## src/design/cache_cfg_pkg.sv

```systemverilog
// ====================
// cache geometry, address layout and access types
// ====================

package cache_cfg_pkg;

	// ====================
	// geometry
	// ====================
	localparam int LINE_WORDS     = 4;  // refill beats per line
	localparam int OFFSET_BITS    = 4;  // 16 byte lines
	localparam int DEF_INDEX_BITS = 6;  // 64 lines
	localparam int DEF_TAG_BITS   = 32 - OFFSET_BITS - DEF_INDEX_BITS;

	typedef logic [31:0]                 word_t;
	typedef logic [LINE_WORDS*32-1:0]    line_t;
	typedef logic [LINE_WORDS*4-1:0]     byte_mask_t;  // one enable per byte, active high

	// address fields at the default geometry
	typedef struct packed {
		logic [DEF_TAG_BITS-1:0]   tag;
		logic [DEF_INDEX_BITS-1:0] index;
		logic [1:0]                word;      // word lane in the line
		logic [1:0]                byte_off;  // byte lane in the word
	} addr_fields_t;

	// one address word, seen raw by the memory side or split into fields
	typedef union packed {
		word_t        raw;
		addr_fields_t f;
	} addr_u;

	// access size, same codes as the core's type bus
	typedef enum logic [2:0] {
		ACC_BYTE   = 3'b000,
		ACC_HALF   = 3'b001,
		ACC_WORD   = 3'b010,
		ACC_BYTE_U = 3'b100,
		ACC_HALF_U = 3'b101
	} access_t;

endpackage

```

## src/design/mem_bus_pkg.sv

```systemverilog
// ====================
// core and memory side request bundles
// ====================

package mem_bus_pkg;

	// request as presented by the core
	typedef struct packed {
		logic                   req;
		logic                   write;
		cache_cfg_pkg::addr_u   addr;
		cache_cfg_pkg::word_t   wdata;
		cache_cfg_pkg::access_t kind;
	} core_req_t;

	// memory port, maps onto D_req/D_write/D_addr/D_in/D_type
	typedef struct packed {
		logic                   req;
		logic                   write;
		cache_cfg_pkg::word_t   addr;
		cache_cfg_pkg::word_t   wdata;
		cache_cfg_pkg::access_t kind;
	} mem_req_t;

	// what the controller wants from the memory port
	typedef enum logic [1:0] {
		CMD_NONE   = 2'd0,
		CMD_REFILL = 2'd1,
		CMD_WRITE  = 2'd2
	} mem_cmd_t;

endpackage

```

## src/design/req_decode.sv

```systemverilog
// ====================
// request capture
// latches the core request, builds byte mask and lane aligned line
// ====================
`timescale 1ns/1ps

module req_decode (
	input  logic                      clk,
	input  logic                      rst,
	input  mem_bus_pkg::core_req_t    core,
	input  logic                      accept,
	output cache_cfg_pkg::addr_u      addr,
	output cache_cfg_pkg::word_t      wdata,
	output cache_cfg_pkg::access_t    kind,
	output logic                      is_write,
	output cache_cfg_pkg::byte_mask_t wmask,
	output cache_cfg_pkg::line_t      wline
);
	import cache_cfg_pkg::*;
	import mem_bus_pkg::*;

	core_req_t  lat;        // request in flight
	logic [3:0] word_mask;  // enables inside one word

	always_ff @(posedge clk or posedge rst) begin
		if (rst) begin
			lat <= '0;
		end else if (accept) begin
			lat <= core;
		end
	end

	// array read is clocked on the accept edge, so show the live address then
	assign addr     = accept ? core.addr : lat.addr;
	assign wdata    = lat.wdata;
	assign kind     = lat.kind;
	assign is_write = lat.write;

	// ====================
	// byte mask
	// ====================
	always_comb begin
		case (lat.kind)
			ACC_BYTE, ACC_BYTE_U: word_mask = 4'b0001 << lat.addr.f.byte_off;
			ACC_HALF, ACC_HALF_U: word_mask = lat.addr.f.byte_off[1] ? 4'b1100 : 4'b0011;
			ACC_WORD:             word_mask = 4'b1111;
			default:              word_mask = 4'b0000;  // unknown code writes nothing
		endcase
	end

	// move into the addressed word lane
	assign wmask = byte_mask_t'(word_mask) << {lat.addr.f.word, 2'b00};
	// core data is already byte aligned inside the word
	assign wline = line_t'(lat.wdata) << {lat.addr.f.word, 5'b00000};

endmodule

```

## config.mk

```make
export PLATFORM = sky130hd
export DESIGN_NAME = req_decode
export DESIGN_NICKNAME = d
export VERILOG_FILES = /design/src/design/cache_cfg_pkg.sv /design/src/design/mem_bus_pkg.sv /design/src/design/req_decode.sv
export SDC_FILE = /design/constraint.sdc
export NUM_CORES = 1
export LEC_CHECK = 0
export BUFFER_PORTS_ARGS = -buffer_cell sky130_fd_sc_hd__buf_4
export CAP_MARGIN = 20
export CORE_AREA = 2 2 111 113
export CTS_CLUSTER_DIAMETER = 50
export CTS_CLUSTER_SIZE = 8
export DETAILED_ROUTE_END_ITERATION = 6
export DIE_AREA = 0 0 113 115
export PLACE_DENSITY = 0.67
export SETUP_SLACK_MARGIN = 0.05
export SYNTH_ARGS = -nofsm -noshare
export SYNTH_HDL_FRONTEND = slang
export SYNTH_SLANG_ARGS = --single-unit
```

## constraint.sdc

```tcl
create_clock -name clk -period 4.4 [get_ports clk]
set_input_delay 0.88 -clock clk [delete_from_list [all_inputs] [get_ports clk]]
set_output_delay 0.88 -clock clk [all_outputs]
set_load 0.01 [all_outputs]
```

# ---- Word level (Yosys, flattened, before mapping)
# Index checks and enable logic that the tools add are counted.
# W data, S select, Z words.
dict set report word_totals {
  output_inout_bits 212
  inputBits 72
  regBits 68
  word_cells 17
}
dict set report op_classes {
  n_shift 3
  n_eq_ne 4
  reduce_logical 3
  muxes 3
}
# op n
set op_table {}
lappend op_table {{$shl A32 B7 Y128} 1}
lappend op_table {{$mux W32} 1}
lappend op_table {{$shl A4 B4 Y16} 1}
lappend op_table {{$pmux W4 S3} 1}
lappend op_table {{$eq A3 B3 Y1 const B} 2}
lappend op_table {{$mux W4} 1}
lappend op_table {{$reduce_or A2 Y1} 2}
lappend op_table {{$shl A1 B2 Y4 const A} 1}
lappend op_table {{$eq A3 B1 Y1 const B} 1}
lappend op_table {{$eq A3 B2 Y1 const B} 1}
lappend op_table {{$logic_not A3 Y1} 1}

# ---- Depth between registers and ports, before layout
dict set report depth {
  ltp_word 4
  ltp_mapped 4
  mapped_depth_nobuf 3
}

# ---- Worst setup path after synthesis
# Ideal clock, no wire load.
dict set report synth_timing {
  path_type {input-to-output}
  startpoint {in accept}
  endpoint {out addr[10] in the netlist's numbering}
  arrival_time_ns 1.587
  path_stages 3
  slack_ns 1.933
  required_time_ns 3.520
  cell_sequence {buf_2 -> buf_2 -> mux2_2}
}
# item line_no
set synth_lines {}
lappend synth_lines {{start, declared} req_decode.sv:11} ;# input logic accept,
lappend synth_lines {{end, declared} req_decode.sv:12} ;# output cache_cfg_pkg::addr_u addr,

# ---- Final worst setup path
dict set report layout_timing {
  startpoint {reg lat[38] in the netlist's numbering}
  endpoint {out wline[92]}
}
dict set report layout_between {
  elab_chain_len 1
}
# item line_no
set layout_rtl {}
lappend layout_rtl {{start, declared} req_decode.sv:22} ;# core_req_t lat;
lappend layout_rtl {{start signal, assigned} req_decode.sv:29} ;# lat <= core;
lappend layout_rtl {{$shl A32 B7 Y128} req_decode.sv:54} ;# assign wline = line_t'(lat.wdata) << {lat.addr.f.word, 5'b00000};
lappend layout_rtl {{end, declared} req_decode.sv:17} ;# output cache_cfg_pkg::line_t wline
# Every way passes these cells.

==> impl_metrics.env <==
export IMPL_violations="design-rule violations"
export IMPL_syn_inst=358
export IMPL_dieArea_sq_um=13000
export IMPL_timing_final_ws_setup_ps=1210
export IMPL_netlist_area_sq_um=3790
export IMPL_intPower_mw=1.54
export IMPL_p_comb_share_pct=28.7
export IMPL_syn_to_final_growth_pct=60.5
export IMPL_cp_max_fo=32
export IMPL_rsz0062_at_grt="false"
export IMPL_async_reset_ff_share_pct=100
export IMPL_setup_violations=0
export IMPL_totalWireLength_mm=12.1
export IMPL_reg2reg_slack_ps=3040
export IMPL_io_pin_count=284
export IMPL_ant_nets=0
export IMPL_hold_viol=0
export IMPL_grt_ovfl_total=0
export IMPL_synth_top_area_share_pct=44.9
export IMPL_dominantRegCellSynth="dfrtp_1"
export IMPL_slew_violations=0
export IMPL_power_total_mw=2.15
export IMPL_status="finished with violations"
export IMPL_holdCritPathClass="register to register"
export IMPL_grt_first_pass_wirelength_mm=18.2
export IMPL_r2r_start="lat[38]"
export IMPL_drive_gt1_share_pct=61.7
export IMPL_setup_tns_ps=0
export IMPL_fin_nets=667
export IMPL_synth_nets=430
export IMPL_dr_pass1_iters=6
export IMPL_post_cts_buffers=0
export IMPL_clkTransAtPathRegs_ps=60
export IMPL_ys_types=19
export IMPL_min_period_ps=3190
export IMPL_drtIter0Drc=111
export IMPL_cp_startpoint="lat[38]"
export IMPL_preCtsSetupSlack_ps=1330
export IMPL_ctsResizeCount=0
export IMPL_clk_path_buf_depth=2
export IMPL_synth_edff_count=0
export IMPL_yosysMostFrequentCell="and2_1"
export IMPL_port_buffer_count=282
export IMPL_diodes=0
export IMPL_cts_made_buffers=9
export IMPL_syn_area_per_cell_sq_um=10.6
export IMPL_rr_endpoint="lat[38]"
export IMPL_p_per_area_nw_per_um2=353
export IMPL_cts_tree="done"
export IMPL_ys_warn_count=0
export IMPL_power_share_clock_pct=36.3
export IMPL_wl_per_cell_microns=16.2
export IMPL_cp_required_ps=3520
export IMPL_fmaxAchievable_mhz=313
export IMPL_worst_clock_skew_ps=0
export IMPL_grt_antenna_before_repair=0
export IMPL_slowest_delay_ps=880
export IMPL_arrival_ps=2310
export IMPL_vias=3416
export IMPL_worst_pin_slew_ps=1010
export IMPL_cap_violations=0
export IMPL_min_path_cells=1
export IMPL_reg2reg_depth=2
export IMPL_critPathKind="register to output port"
export IMPL_grt_pass1_vias=3333
export IMPL_peakVddDrop_mv=0.199
export IMPL_fillers=1063
export IMPL_hold_path_end="lat[57]"
export IMPL_yosys_top_cells_area="dfrtp_1 (45%), mux2_2 (20%), and2_1 (16%)"
export IMPL_seq_power_share_pct=35.0
export IMPL_avgViaCountPerCell=4.57
export IMPL_row_count=40
export IMPL_gr_usage_all_layers_pct=17.7
export IMPL_critPathCaptureType="output port"
export IMPL_path_cells="and2b_1 > and2_1 > buf_4"
export IMPL_cts_max_level=3
export IMPL_crit_path_top_delay_cell="and2b_1"
export IMPL_start_util_pct=32.1
export IMPL_drc=20
export IMPL_gp_congestion=0.807
export IMPL_clock_latency_ps=320
export IMPL_synth_top_cell_by_area="dfrtp_1"
export IMPL_fp_coreArea_sq_um=11800
export IMPL_grt_max_degree=71
export IMPL_p_leak_nw=3.18
export IMPL_synth_common_cells="and2_1 (96), dfrtp_1 (68), mux2_2 (66)"
export IMPL_fin_crit_sh_pct=72.6
export IMPL_die_height_microns=115
export IMPL_postCtsHoldBufs=0
export IMPL_worstSetupStartpointType="register"
export IMPL_synth_seq_cells=68
export IMPL_die_width_microns=113
export IMPL_ys_seq_area_share_pct=44.9
export IMPL_dpl_hpwl_mm=8.97
export IMPL_min_from="lat[57]"
export IMPL_p_switching_mw=0.606
export IMPL_root_buffer="clkbuf_16"
export IMPL_cts_sinks=68
export IMPL_p_sw_share_pct=28.2
export IMPL_slew_headroom_pct=32.6
[worst max path at each step]
| stage | to | slack (ps) | cells past startpoint |
|---|---|---|---|
| 6_report | wline[92] | 1210 | 3 |
| 2_1_floorplan | is_write | 1810 | 1 |
| 3_5_place_dp | addr[10] | 1330 | 3 |
| 4_1_cts | wline[48] | 1130 | 3 |
| 5_1_grt | wline[75] | 980 | 3 |
| 3_3_place_gp | addr[10] | 1370 | 3 |
[critical path, delay by kind of cell (launching register included)]
family | cells | cell delay [ps]
DFF | 1 | 710
buffers and inverters | 1 | 140
and+or+nand+nor | 2 | 1140
[flip-flops by register name, summed over array words and instances (netlist names)]
signal and count:
wdata 32, lat 32, is_write 1, kind 3
[metrics by stage]
| step | util, % | hold WS (ps) | area [sq um] | cells |
|---|---|---|---|---|
| after floorplan | - | 506 | 3790 | 358 |
| after global placement | 48.7 | 484 | 5750 | 731 |
| after detailed placement | 48.7 | 488 | 5750 | 731 |
| after CTS | 51.5 | 502 | 6080 | 747 |
| after global routing | 51.5 | 513 | 6080 | 747 |
| final | 51.5 | 497 | 6080 | 747 |
[routing by layer]
layer	track usage [%]	routed length, microns
met5	0	0
met4	6.67	201
met3	5.32	1030
met2	30.9	6130
met1	20.5	4760
[kinds of logic (layout without fill, tap and decap cells)]
kind of cell | Yosys count | in the layout | synth area share [%]
AO/OA/AOI/OAI | 7 | 7 | 1.12
buffers and inverters | 63 | 305 | 10.0
flip-flops | 68 | 68 | 44.9
multiplexers | 66 | 66 | 19.6
AND/OR/NAND/NOR | 154 | 154 | 24.3
[final cells by class]
cell class | instances | area [sq um] | share of cell area, %
multi-input cells | 227 | 1710 | 28.1
well taps | 147 | 184 | 3.02
flip-flops and latches | 68 | 1700 | 28.0
clock buffers | 11 | 243 | 3.99
clock inverters | 5 | 85.1 | 1.40
inverters | 3 | 11.3 | 0.185
repair buffers | 286 | 2150 | 35.3
[power by group through the flow]
stage / Clock (mW) / Sequential, mW / Combinational [mW]
floorplan: 0 / 0.734 / 0.340
global placement: 0 / 0.761 / 0.613
detailed placement: 0 / 0.766 / 0.623
CTS: 0.807 / 0.754 / 0.624
global route: 0.838 / 0.765 / 0.661
finish: 0.780 / 0.752 / 0.616
[cell usage in the layout, fill, tap and decap left out, types with 3 or more instances in the layout]
cell type	count
and2_1	96
and3_1	32
buf_4	286
clkbuf_16	9
dfrtp_1	68
mux2_2	66
nand2_1	3
nand2b_1	3
nor2_1	12
nor3_1	4
No activity file was read; power rests on OpenSTA's default activity.
