===== src/design/cache_cfg_pkg.sv =====
// ====================
// cache geometry, address layout and access types
// ====================

package cache_cfg_pkg;

	// ====================
	// geometry
	// ====================
	localparam int LINE_WORDS     = 4;  // refill beats per line
	localparam int OFFSET_BITS    = 4;  // 16 byte lines
	localparam int DEF_INDEX_BITS = 6;  // 64 lines
	localparam int DEF_TAG_BITS   = 32 - OFFSET_BITS - DEF_INDEX_BITS;

	typedef logic [31:0]                 word_t;
	typedef logic [LINE_WORDS*32-1:0]    line_t;
	typedef logic [LINE_WORDS*4-1:0]     byte_mask_t;  // one enable per byte, active high

	// address fields at the default geometry
	typedef struct packed {
		logic [DEF_TAG_BITS-1:0]   tag;
		logic [DEF_INDEX_BITS-1:0] index;
		logic [1:0]                word;      // word lane in the line
		logic [1:0]                byte_off;  // byte lane in the word
	} addr_fields_t;

	// one address word, seen raw by the memory side or split into fields
	typedef union packed {
		word_t        raw;
		addr_fields_t f;
	} addr_u;

	// access size, same codes as the core's type bus
	typedef enum logic [2:0] {
		ACC_BYTE   = 3'b000,
		ACC_HALF   = 3'b001,
		ACC_WORD   = 3'b010,
		ACC_BYTE_U = 3'b100,
		ACC_HALF_U = 3'b101
	} access_t;

endpackage


===== src/design/mem_bus_pkg.sv =====
// ====================
// core and memory side request bundles
// ====================

package mem_bus_pkg;

	// request as presented by the core
	typedef struct packed {
		logic                   req;
		logic                   write;
		cache_cfg_pkg::addr_u   addr;
		cache_cfg_pkg::word_t   wdata;
		cache_cfg_pkg::access_t kind;
	} core_req_t;

	// memory port, maps onto D_req/D_write/D_addr/D_in/D_type
	typedef struct packed {
		logic                   req;
		logic                   write;
		cache_cfg_pkg::word_t   addr;
		cache_cfg_pkg::word_t   wdata;
		cache_cfg_pkg::access_t kind;
	} mem_req_t;

	// what the controller wants from the memory port
	typedef enum logic [1:0] {
		CMD_NONE   = 2'd0,
		CMD_REFILL = 2'd1,
		CMD_WRITE  = 2'd2
	} mem_cmd_t;

endpackage


===== src/design/cache_ctrl.sv =====
// ====================
// cache FSM
// lookup, refill and write-through sequencing, core handshake
// ====================
`timescale 1ns/1ps

module cache_ctrl (
	input  logic                  clk,
	input  logic                  rst,
	input  logic                  core_req,
	input  logic                  is_write,
	input  logic                  hit,
	input  logic                  mem_done,
	input  logic [1:0]            word_sel,
	input  cache_cfg_pkg::line_t  rline,
	input  cache_cfg_pkg::line_t  fill_line,
	output logic                  accept,
	output mem_bus_pkg::mem_cmd_t cmd,
	output logic                  hit_we,
	output logic                  fill_we,
	output logic                  core_wait,
	output cache_cfg_pkg::word_t  core_out
);
	import mem_bus_pkg::*;

	typedef enum logic [2:0] {
		IDLE      = 3'd0,
		LOOKUP    = 3'd1,
		REFILL    = 3'd2,
		FILL      = 3'd3,
		REPLY     = 3'd4,
		WRITE_MEM = 3'd5
	} state_t;

	state_t state;
	state_t state_next;
	logic   done;  // request finishes this cycle

	always_ff @(posedge clk or posedge rst) begin
		if (rst)
			state <= IDLE;
		else
			state <= state_next;
	end

	// ====================
	// next state and strobes
	// ====================
	always_comb begin
		state_next = state;
		accept     = 1'b0;
		cmd        = CMD_NONE;
		hit_we     = 1'b0;
		fill_we    = 1'b0;
		done       = 1'b0;
		case (state)
			IDLE: begin
				if (core_req) begin
					accept     = 1'b1;
					state_next = LOOKUP;
				end
			end
			LOOKUP: begin
				if (is_write) begin
					hit_we     = hit;  // no allocate on a write miss
					state_next = WRITE_MEM;
				end else if (hit) begin
					done       = 1'b1;
					state_next = IDLE;
				end else begin
					state_next = REFILL;
				end
			end
			REFILL: begin
				cmd = CMD_REFILL;
				if (mem_done)
					state_next = FILL;
			end
			FILL: begin
				fill_we    = 1'b1;  // line and valid bit
				state_next = REPLY;
			end
			REPLY: begin
				done       = 1'b1;
				state_next = IDLE;
			end
			WRITE_MEM: begin
				cmd = CMD_WRITE;
				if (mem_done) begin
					done       = 1'b1;
					state_next = IDLE;
				end
			end
			default: state_next = IDLE;
		endcase
	end

	assign core_wait = core_req & ~done;

	// ====================
	// read data to core
	// ====================
	always_comb begin
		if (state == LOOKUP && hit && !is_write)
			core_out = rline[{word_sel, 5'b00000} +: 32];
		else if (state == REPLY)
			core_out = fill_line[{word_sel, 5'b00000} +: 32];  // fresh refill
		else
			core_out = '0;
	end

endmodule


===== config.mk =====
export PLATFORM = sky130hd
export DESIGN_NAME = cache_ctrl
export DESIGN_NICKNAME = d
export VERILOG_FILES = /design/src/design/cache_cfg_pkg.sv /design/src/design/mem_bus_pkg.sv /design/src/design/cache_ctrl.sv
export SDC_FILE = /design/constraint.sdc
export NUM_CORES = 1
export LEC_CHECK = 0
export ABC_AREA = 1
export BUFFER_PORTS_ARGS = -buffer_cell sky130_fd_sc_hd__buf_2
export CORE_AREA = 3 3 116 118
export CTS_CLUSTER_SIZE = 20
export DETAILED_ROUTE_END_ITERATION = 10
export DIE_AREA = 0 0 119 121
export SKIP_CTS_REPAIR_TIMING = 1
export SLEW_MARGIN = 20
export SYNTH_ARGS = -nofsm -noshare
export SYNTH_HDL_FRONTEND = slang
export SYNTH_SLANG_ARGS = --single-unit

===== constraint.sdc =====
create_clock -name clk -period 2.98 [get_ports clk]
set_clock_uncertainty 0.15 [all_clocks]
set_input_delay 0.298 -clock clk [delete_from_list [all_inputs] [get_ports clk]]
set_output_delay 0.298 -clock clk [all_outputs]
set_load 0.01 [all_outputs]

### Yosys cells after proc, flatten, opt, wreduce, memory -nomap -nowiden

Index checks and enable logic that the tools add are counted.

| storage, ports and cells | value |
|---|---|
| register bits after elaboration | 3 |
| input port bits | 264 |
| output and inout bits | 38 |
| word-level logic and storage cells | 36 |

| cells by class | value |
|---|---|
| equal/unequal tests | 8 |
| shift operators | 2 |
| muxes and demuxes | 18 |
| bitwise gates (word level) | 2 |
| reductions and logical operators | 5 |

Operators by type and width:

| operator | count |
|---|---|
| 128-bit by 8-bit variable part select with 32-bit output | 2 |
| 32-bit two-way mux | 2 |
| 3-bit case mux with 5 select lines | 1 |
| 3-bit two-way mux | 4 |
| 1-bit two-way mux | 8 |
| 3-bit by 2-bit == test with 1-bit output, second input constant | 2 |
| 3-bit == test, second input constant | 2 |
| 2-bit inequality test, second input constant | 3 |
| 2-bit case mux with 2 select lines | 1 |
| 3-bit by 1-bit == test with 1-bit output, second input constant | 1 |
| 3-bit zero test | 1 |
| 1-bit case mux with 3 select lines | 1 |
| 3-bit AND reduction | 1 |
| 1-bit logical AND | 2 |
| 2-bit two-way mux | 1 |
| 1-bit AND | 1 |
| 1-bit zero test | 1 |
| 1-bit NOT | 1 |

### Depth between registers and ports, before layout

Gate-level depths: netlist (run 1).

| depth | value |
|---|---|
| depth after elaboration | 5 |
| gate-level depth with buffers | 9 |
| depth with buffers taken out | 7 |

### Least setup slack after synthesis (run 1)

No wires, ideal clock.

| timing path | value |
|---|---|
| path type | register to output |
| start | reg state[1] |
| end | out core_out[22] |
| arrival | 1.103 ns |
| data required time | 2.532 ns |
| slack | 1.429 ns |
| stages on the path, launching flop included | 7 |
| path buffers | 1 |
| path through | dfrtp_1 > inv_2 > nand4_1 > nor2_2 > buf_4 > nand2_1 > nand2_1 |

| between the ends | value |
|---|---|
| longest elaborated chain between the ends | 4 |
| elaborated cells between the ends (all ways) | 6 |
| classes of those cells | eq/ne: 2; mux: 2; reduce/logical: 2 |

RTL lines:

| element | RTL line | text |
|---|---|---|
| start, declared | cache_ctrl.sv:35 | `state_t state;` |
| start signal, assigned | cache_ctrl.sv:43 | `state <= state_next;` |
| 3-bit by 1-bit == test with 1-bit output | cache_ctrl.sv:104 | `if (state == LOOKUP && hit && !is_write)` |
| 1-bit logical AND (2 in series) | cache_ctrl.sv:104 |  |
| 32-bit two-way mux * | cache_ctrl.sv:104 |  |
| end, declared | cache_ctrl.sv:22 | `output cache_cfg_pkg::word_t core_out` |

Mark *: on every way between the ends. The rest lies on a longest branch, timed or not.

### Worst setup path after layout (run 1)

| timing path | value |
|---|---|
| start | reg state[1] |
| end | out core_out[19] |

The elaborated chain is that of the path after synthesis.

==> impl_metrics.env, run 1 <==
export IMPL_clkTransAtPathRegs_ns=0.03
export IMPL_finalSetupTns_ns=0
export IMPL_vias=4818
export IMPL_largest_register_ffs=3
export IMPL_synth_area_leaders="nand2_1, nor2_1, o21ai_0"
export IMPL_tightest_slew_ns=0.683
export IMPL_start_util_pct=22.8
export IMPL_synth_cell_area_um2=2870
export IMPL_layout_drive_gt1_share_pct=34.2
export IMPL_crit_path_end_kind="output pin"
export IMPL_place_congestion=0.830
export IMPL_antenna_left=0
export IMPL_antennaDiodeCount=0
export IMPL_io_buffer_count=301
export IMPL_die_area_um2=14400
export IMPL_drt_total_wl_um=13000
export IMPL_h_tree_depth=1
export IMPL_timing_final_crit_period_ns=2.07
export IMPL_grt_usage_pct=15.9
export IMPL_via_per_inst=4.37
export IMPL_synth_top_area_cell="nand2_1"
export IMPL_grt_start_max_net_pins=161
export IMPL_cp_max_fo=21
export IMPL_ctsLongestPathBuffers=2
export IMPL_r2r_slack_ns=1.75
export IMPL_synth_top_area_share_pct=38.6
export IMPL_grt_pass1_wl_um=19800
export IMPL_synthCells=663
export IMPL_reg_largest_list="state: 3 flops"
export IMPL_hpwl_um=9940
export IMPL_yosysUniqueCellTypes=19
export IMPL_fmax_ghz=0.483
export IMPL_drt_initial_drc_count=323
export IMPL_setup_viol=0
export IMPL_overflow=0
export IMPL_drcViolationCount=0
export IMPL_io_pins=302
export IMPL_drv_slew=0
export IMPL_yosysWarnings=0
export IMPL_clock_sinks=3
export IMPL_die_h_um=121
export IMPL_cap_violations=0
export IMPL_fin_nets=1195
export IMPL_layout_commonest_cell="buf_2"
export IMPL_cts_buffers=3
export IMPL_ys_ff_latch=3
export IMPL_first_pass_iters=5
export IMPL_final_cell_mix="buf_2, nand2_1, nor2_1"
export IMPL_fin_crit_sh_pct=69.5
export IMPL_top_register="state"
export IMPL_critPathRequiredTime_ns=2.53
export IMPL_crit_type="flop to output pin"
export IMPL_clk_latency_ns=0.22
export IMPL_synthToLayoutAreaGrowth_pct=56.2
export IMPL_rsz0062_at_grt="no"
export IMPL_die_w_um=119
export IMPL_cts_tree="yes"
export IMPL_syn_nets=927
export IMPL_wl_per_cell_um=11.8
export IMPL_fp_coreArea_um2=12600
export IMPL_min_path_type="primary input to flop"
export IMPL_cts_root_buf="clkbuf_16"
export IMPL_synth_area_per_cell_um2=4.33
export IMPL_p_leak_uw=0.00283
export IMPL_hold_viol=0
export IMPL_cp_arrival_ns=1.62
export IMPL_outcome="completed"
export IMPL_seq_area_frac_synth_pct=2.62
export IMPL_antenna_found_initial=0
export IMPL_peakVddDrop_uv=456
export IMPL_slew_headroom_pct=54.5
export IMPL_grt_pass1_vias=4269
export IMPL_worstSetupStartpointType="flop"
export IMPL_power_density_nw_per_um2=272
export IMPL_num_rows=41
export IMPL_fin_util_pct=35.7
## synth_stat cells, drive strengths merged
cell / count
nor3: 2
buf: 39
nand3: 5
nand4: 3
clkbuf: 9
nor2: 133
nand2: 295
inv: 45
o21ai: 129
dfrtp: 3
## per-layer routing
metal	up-vias	global-route usage [%]	share of wire, %
met5	-	0	0
met4	0	2.24	1.1
met3	10	3.17	8.3
met2	222	29.3	48
met1	2014	19.6	42
li1	2572	-	-
## path summary, 6_finish.rpt
check / start / to / cells past startpoint
setup reg to reg: state[0]$_DFFE_PP0P_ / state[0]$_DFFE_PP0P_ / 6
min in group asynchronous: rst / state[2]$_DFFE_PP0P_ / 3
hold / removal: hit / state[1]$_DFFE_PP0P_ / 2
max in group asynchronous: rst / state[1]$_DFFE_PP0P_ / 3
setup / recovery: state[1]$_DFFE_PP0P_ / core_out[19] / 7
hold reg to reg: state[2]$_DFFE_PP0P_ / state[2]$_DFFE_PP0P_ / 3
## cells by family (layout without fill, tap and decap cells)
logic type	Yosys count	in the layout	share of synthesized area, %
DFF	3	3	2.62
AOI/OAI and AO/OA	129	129	22.5
and+or+nand+nor	438	438	58.1
buffers and inverters	93	360	16.8
## through the flow
step	total power, µW	hold WS, ns	std cells	worst slack [ns]	instance area [µm²]
after CTS	1220	-0.213	1101	0.886	4470
after detailed placement	1000	0.0205	1097	0.981	4400
after global routing	1340	0.161	1102	0.747	4480
after floorplan	615	-0.0984	663	1.43	2870
after global placement	1000	0.0224	1097	0.984	4400
final	1220	0.160	1102	0.909	4480
## worst max-delay path, stage by stage (launching register included)
cell	delay [ns]
dfrtp_1	0.44
inv_2	0.11
nand4_1	0.12
nor2_2	0.14
buf_4	0.28
nand2_1	0.08
nand2_1	0.07
buf_2	0.13
## area by class of cell
type,count,area (µm²)
clock buffers,4,78.8
fillers,1461,8080
inverters,45,171
multi-input cells,567,2320
flip-flops and latches,3,75.1
well taps,172,215
repair buffers,311,1620
## power breakdown
part | internal (µW) | switching [µW] | leakage [µW]
Clock | 177 | 37.2 | 0.0000382
Combinational | 390 | 527 | 0.00276
Sequential | 58.5 | 28.2 | 0.0000386
Total | 625 | 593 | 0.00283
(Power assumes the default switching activity.)
==> run 2: changes to the inputs <==
--- a/config.mk
+++ b/config.mk
@@ -5,12 +5,12 @@
 export SDC_FILE = /design/constraint.sdc
 export NUM_CORES = 1
 export LEC_CHECK = 0
-export ABC_AREA = 1
+export ABC_AREA = 0
 export BUFFER_PORTS_ARGS = -buffer_cell sky130_fd_sc_hd__buf_2
-export CORE_AREA = 3 3 116 118
+export CORE_AREA = 3 3 117 119
 export CTS_CLUSTER_SIZE = 20
 export DETAILED_ROUTE_END_ITERATION = 10
-export DIE_AREA = 0 0 119 121
+export DIE_AREA = 0 0 120 122
 export SKIP_CTS_REPAIR_TIMING = 1
 export SLEW_MARGIN = 20
 export SYNTH_ARGS = -nofsm -noshare
==> constraint.sdc (replaced) <==
create_clock -name clk -period 1.7 [get_ports clk]
set_clock_uncertainty 0.15 [all_clocks]
set_input_delay 0.17 -clock clk [delete_from_list [all_inputs] [get_ports clk]]
set_output_delay 0.17 -clock clk [all_outputs]
set_load 0.01 [all_outputs]
==> impl_metrics.env, run 2 <==
export IMPL_die_area_um2=14600
export IMPL_yosysUniqueCellTypes=24
export IMPL_overflow=0
export IMPL_synth_cell_area_um2=2170
export IMPL_vias=2933
export IMPL_synthCells=147
export IMPL_die_h_um=122
export IMPL_clock_sinks=3
export IMPL_ys_ff_latch=3
export IMPL_fmax_ghz=0.539
export IMPL_postSynth_asyncResetShare_pct=100
export IMPL_synthTopCellsByCount="mux4_2, a22o_1, mux4_1, buf_2, buf_6"
export IMPL_synth_top_family_by_area="multiplexers"
export IMPL_hpwl_um=10500
export IMPL_power_density_nw_per_um2=574
export IMPL_violations="negative setup slack"
export IMPL_start_util_pct=17.1
export IMPL_fin_ws_ns=-0.154
export IMPL_synthAdderAreaFrac_pct=0
export IMPL_final_design_area_no_fill_um2=4060
export IMPL_hold_viol=0
export IMPL_syn_nets=411
export IMPL_outcome="complete, but fails checks"
export IMPL_slew_headroom_pct=80.0
export IMPL_critPathLaunch="state[1]$_DFFE_PP0P_"
export IMPL_grt_start_max_net_pins=41
export IMPL_power_uw=2330
export IMPL_h_tree_depth=1
export IMPL_timing_final_crit_period_ns=1.85
export IMPL_via_per_inst=4.75
export IMPL_synth_mux_area_share_pct=69.6
export IMPL_final_cell_mix="buf_2, mux4_2, a22o_1"
export IMPL_r2r_cells=4
export IMPL_cts_buffers=3
export IMPL_io_pins=302
export IMPL_cts_root_buf="clkbuf_16"
export IMPL_tightest_slew_ns=0.299
export IMPL_num_rows=41
export IMPL_grt_pass1_wl_um=16800
export IMPL_worstSetupStartpointType="flop"
export IMPL_synth_compound_area_share_pct=14.7
export IMPL_synth_area_leaders="mux4_2, mux4_1, a22o_1"
export IMPL_drcViolationCount=0
export IMPL_synth_area_per_cell_um2=14.8
export IMPL_drt_initial_drc_count=122
export IMPL_layout_commonest_cell="buf_2"
export IMPL_cap_violations=0
export IMPL_synth_most_common_cell="mux4_2"
export IMPL_register_area_um2=76.3
export IMPL_antenna_left=0
export IMPL_crit_type="flop to output pin"
export IMPL_peakVddDrop_uv=250
export IMPL_fin_crit_sh_pct=109
export IMPL_reg_largest_list="state: 3 flops"
export IMPL_drt_total_wl_um=11600
export IMPL_p_leak_uw=0.00206
export IMPL_io_buffer_count=301
export IMPL_drv_slew=0
export IMPL_cts_tree="yes"
export IMPL_synth_top_area_share_pct=46.7
export IMPL_cp_arrival_ns=1.53
export IMPL_wl_per_cell_um=18.7
export IMPL_seq_area_frac_synth_pct=3.46
export IMPL_place_congestion=0.868
export IMPL_synth_top_area_cell="mux4_2"
export IMPL_ys_flop_type="dfrtp_1"
export IMPL_clkTransAtPathRegs_ns=0.03
export IMPL_fp_coreArea_um2=12700
export IMPL_die_w_um=120
export IMPL_first_pass_iters=4
export IMPL_layout_drive_gt1_share_pct=83.7
export IMPL_critPathRequiredTime_ns=1.38
export IMPL_top_register="state"
export IMPL_rsz0062_at_grt="yes"
export IMPL_multi_input_area_um2=1930
export IMPL_place_area_um2=3920
export IMPL_largest_register_ffs=3
export IMPL_synthToLayoutAreaGrowth_pct=86.8
export IMPL_yosysWarnings=0
export IMPL_fillers=1316
export IMPL_setup_viol=33
export IMPL_grt_usage_pct=14.4
export IMPL_finalSetupTns_ns=-3.80
export IMPL_synthSimpleGateAreaFrac_pct=4.44
export IMPL_r2r_start="state[0]$_DFFE_PP0P_"
export IMPL_synth_xor_area_share_pct=0
export IMPL_cp_max_fo=16
export IMPL_grt_pass1_vias=3185
export IMPL_min_path_type="primary input to flop"
export IMPL_antenna_found_initial=4
export IMPL_clk_latency_ns=0.22
export IMPL_crit_path_end_kind="output pin"
export IMPL_r2r_end="state[0]$_DFFE_PP0P_"
export IMPL_fin_nets=708
export IMPL_crit_end="core_out[13]"
export IMPL_ctsLongestPathBuffers=2
export IMPL_r2r_slack_ns=0.36
export IMPL_synth_edf_count=0
-- run 2: how the worst min path moves through the flow --
stage / startpoint / to / slack [ns] / depth (start not counted)
after floorplan: rst / state[0]$_DFFE_PP0P_ / -0.23 / 1
after global placement: rst / state[1]$_DFFE_PP0P_ / -0.11 / 2
after detailed placement: rst / state[2]$_DFFE_PP0P_ / -0.11 / 2
after CTS: rst / state[1]$_DFFE_PP0P_ / -0.34 / 2
after global routing: mem_done / state[0]$_DFFE_PP0P_ / 0.06 / 3
final: mem_done / state[0]$_DFFE_PP0P_ / 0.05 / 3
-- run 2: worst max-delay path: stages (launching register included) --
cell and delay [ns]:
dfrtp_2 0.43, nor2_2 0.10, and4b_2 0.31, buf_12 0.17, a22o_1 0.16, buf_2 0.14
-- run 2: logic make-up after synthesis --
| kind of cell | count (synthesis) |
|---|---|
| buffers and inverters | 26 |
| flip-flops | 3 |
| AND/OR/NAND/NOR | 16 |
| multiplexers | 64 |
| AO/OA/AOI/OAI | 38 |
-- run 2: area by class of cell --
class,count,share of cell area (%)
Sequential cell,3,1.88
Tap cell,172,5.31
Multi-Input combinational cell,118,47.6
Clock buffer,4,1.94
Timing Repair Buffer,316,42.9
Inverter,2,0.185
Antenna cell,3,0.185
-- run 2: where the power goes --
group	switching [µW]	internal (µW)	leakage (µW)
registers	34.1	105	0.0000369
logic	792	1030	0.00198
clock network	62.4	309	0.0000382
total	889	1440	0.00206
-- run 2: metal layers --
layer | share of wire, % | track usage, % | wire, µm
met5 | 0.13 | 0 | 15
met3 | 12 | 4.87 | 1340
met1 | 36 | 16.8 | 4150
met4 | 0.54 | 2.15 | 63
met2 | 52 | 26.3 | 5990
-- run 2: metrics by stage --
step | util [%] | hold slack (ns) | worst slack, ns | cells
6_report | 32.0 | 0.0547 | -0.154 | 618
4_1_cts | 31.6 | -0.340 | -0.218 | 614
2_1_floorplan | - | -0.226 | 0.101 | 147
3_3_place_gp | 31.0 | -0.109 | -0.107 | 610
5_1_grt | 32.0 | 0.0599 | -0.218 | 615
3_5_place_dp | 31.0 | -0.106 | -0.151 | 610
==> run 3: changes to the inputs <==
--- a/config.mk
+++ b/config.mk
@@ -7,10 +7,10 @@
 export LEC_CHECK = 0
 export ABC_AREA = 0
 export BUFFER_PORTS_ARGS = -buffer_cell sky130_fd_sc_hd__buf_2
-export CORE_AREA = 3 3 117 119
+export CORE_AREA = 3 3 115 117
 export CTS_CLUSTER_SIZE = 20
 export DETAILED_ROUTE_END_ITERATION = 10
-export DIE_AREA = 0 0 120 122
+export DIE_AREA = 0 0 118 120
 export SKIP_CTS_REPAIR_TIMING = 1
 export SLEW_MARGIN = 20
 export SYNTH_ARGS = -nofsm -noshare
==> constraint.sdc (replaced) <==
create_clock -name clk -period 1.9 [get_ports clk]
set_clock_uncertainty 0.15 [all_clocks]
set_input_delay 0.19 -clock clk [delete_from_list [all_inputs] [get_ports clk]]
set_output_delay 0.19 -clock clk [all_outputs]
set_load 0.01 [all_outputs]
==> impl_metrics.env, run 3 (synthesized netlist as in run 2, its figures left out) <==
export IMPL_die_h_um=120
export IMPL_slowest_stage="dfrtp_1"
export IMPL_critPathBufInv=4
export IMPL_place_congestion=0.825
export IMPL_drcViolationCount=0
export IMPL_io_pins=302
export IMPL_die_w_um=118
export IMPL_grt_start_max_net_pins=41
export IMPL_top_register="state"
export IMPL_clkTransAtPathRegs_ns=0.03
export IMPL_outcome="complete, but fails checks"
export IMPL_setup_viol=5
export IMPL_io_buffer_count=301
export IMPL_drv_slew=0
export IMPL_cap_violations=0
export IMPL_peakVddDrop_uv=211
export IMPL_vias=2985
export IMPL_die_area_um2=14200
export IMPL_ctsLongestPathBuffers=2
export IMPL_grt_pass1_wl_um=15900
export IMPL_fin_util_pct=33.1
export IMPL_hpwl_um=9820
export IMPL_power_uw=2210
export IMPL_cts_buffers=3
export IMPL_critPathRequiredTime_ns=1.56
export IMPL_tightest_slew_ns=0.323
export IMPL_crit_type="flop to output pin"
export IMPL_cp_max_fo=9
export IMPL_grt_usage_pct=14.0
export IMPL_cts_root_buf="clkbuf_16"
export IMPL_via_per_inst=4.81
export IMPL_rsz0062_at_grt="yes"
export IMPL_timing_final_crit_period_ns=1.91
export IMPL_p_leak_uw=0.00210
export IMPL_cts_tree="yes"
export IMPL_fin_crit_sh_pct=100
export IMPL_drt_total_wl_um=11600
export IMPL_worstSetupStartpointType="flop"
export IMPL_min_path_type="primary input to flop"
export IMPL_wl_per_cell_um=18.6
export IMPL_fp_coreArea_um2=12500
export IMPL_slew_headroom_pct=78.5
export IMPL_fillers=1297
export IMPL_crit_path_end_kind="output pin"
export IMPL_fin_nets=713
export IMPL_grt_pass1_vias=3071
export IMPL_clock_sinks=3
export IMPL_synthToLayoutAreaGrowth_pct=89.7
export IMPL_r2r_slack_ns=0.65
export IMPL_cp_arrival_ns=1.57
export IMPL_hold_viol=0
export IMPL_antenna_left=0
export IMPL_largest_register_ffs=3
export IMPL_fin_ws_ns=-0.00836
export IMPL_path_cells="buf_6, nand2b_4, nor2_4, buf_12, buf_8, a22o_1, buf_2"
export IMPL_drt_initial_drc_count=96
export IMPL_max_stage_delay_ns=0.42
export IMPL_register_area_um2=77.6
export IMPL_antennaDiodeCount=0
export IMPL_path_delay_family="buffers and inverters"
export IMPL_layout_drive_gt1_share_pct=83.7
export IMPL_start_util_pct=17.4
export IMPL_layout_commonest_cell="buf_2"
export IMPL_antenna_found_initial=1
export IMPL_multi_input_area_um2=1940
export IMPL_num_rows=41
export IMPL_final_cell_mix="buf_2, mux4_2, a22o_1"
export IMPL_power_density_nw_per_um2=537
export IMPL_fmax_ghz=0.524
export IMPL_violations="negative setup slack"
export IMPL_first_pass_iters=4
export IMPL_clk_latency_ns=0.22
export IMPL_h_tree_depth=1
export IMPL_reg_largest_list="state: 3 flops"
export IMPL_overflow=0
## run 3: cell count changes in the layout (fill, tap and decap cells not counted), sizes merged
cell	delta
clkbuf	+1
buf	+4
diode	-3
## run 3: worst min-delay path, cell delays in order
cell	delay, ns
buf_2	0.10
nand2_1	0.06
o31ai_1	0.06
## run 3: cell type report
class	count	share of cell area, %
inverter	2	0.182
tap	172	5.22
multi-input combinational	118	47.2
timing repair buffer	321	43.6
clock buffer	4	1.91
sequential	3	1.88
## run 3: where the power goes
group	internal (µW)	switching [µW]	leakage [µW]	total (µW)
clock network	277	55.6	0.0000382	332
registers	96.0	60.9	0.0000358	157
logic	993	728	0.00202	1720
## run 3: layer usage
| layer | vias up | global-route usage, % | wire, µm | part of all wire, % |
|---|---|---|---|---|
| met5 | - | 0 | 13 | 0.11 |
| met4 | 2 | 1.90 | 89 | 0.77 |
| met3 | 12 | 3.68 | 1040 | 9.0 |
| met2 | 177 | 26.7 | 6210 | 54 |
| met1 | 1482 | 15.9 | 4210 | 36 |
| li1 | 1312 | - | - | - |
## run 3: final timing paths
| check | from | endpoint | cells past startpoint |
|---|---|---|---|
| hold / removal | mem_done | state[0]$_DFFE_PP0P_ | 3 |
| min in group asynchronous | rst | state[1]$_DFFE_PP0P_ | 3 |
| max in group asynchronous | rst | state[0]$_DFFE_PP0P_ | 3 |
| setup reg to reg | state[2]$_DFFE_PP0P_ | state[0]$_DFFE_PP0P_ | 4 |
| hold reg to reg | state[2]$_DFFE_PP0P_ | state[1]$_DFFE_PP0P_ | 1 |
| setup / recovery | state[2]$_DFFE_PP0P_ | core_out[16] | 7 |
## run 3: stage by stage
stage                     instances  hold slack [ns]  instance area, µm²  setup TNS [ns]  setup slack, ns
after floorplan                 147           -0.206                2170               0            0.281
after global placement          609          -0.0973                3870               0           0.0651
after detailed placement        609          -0.0784                3870               0          0.00412
after CTS                       613           -0.313                3950           -2.42           -0.103
after global routing            620           0.0911                4120           -1.06          -0.0528
final                           620           0.0685                4120         -0.0328         -0.00836
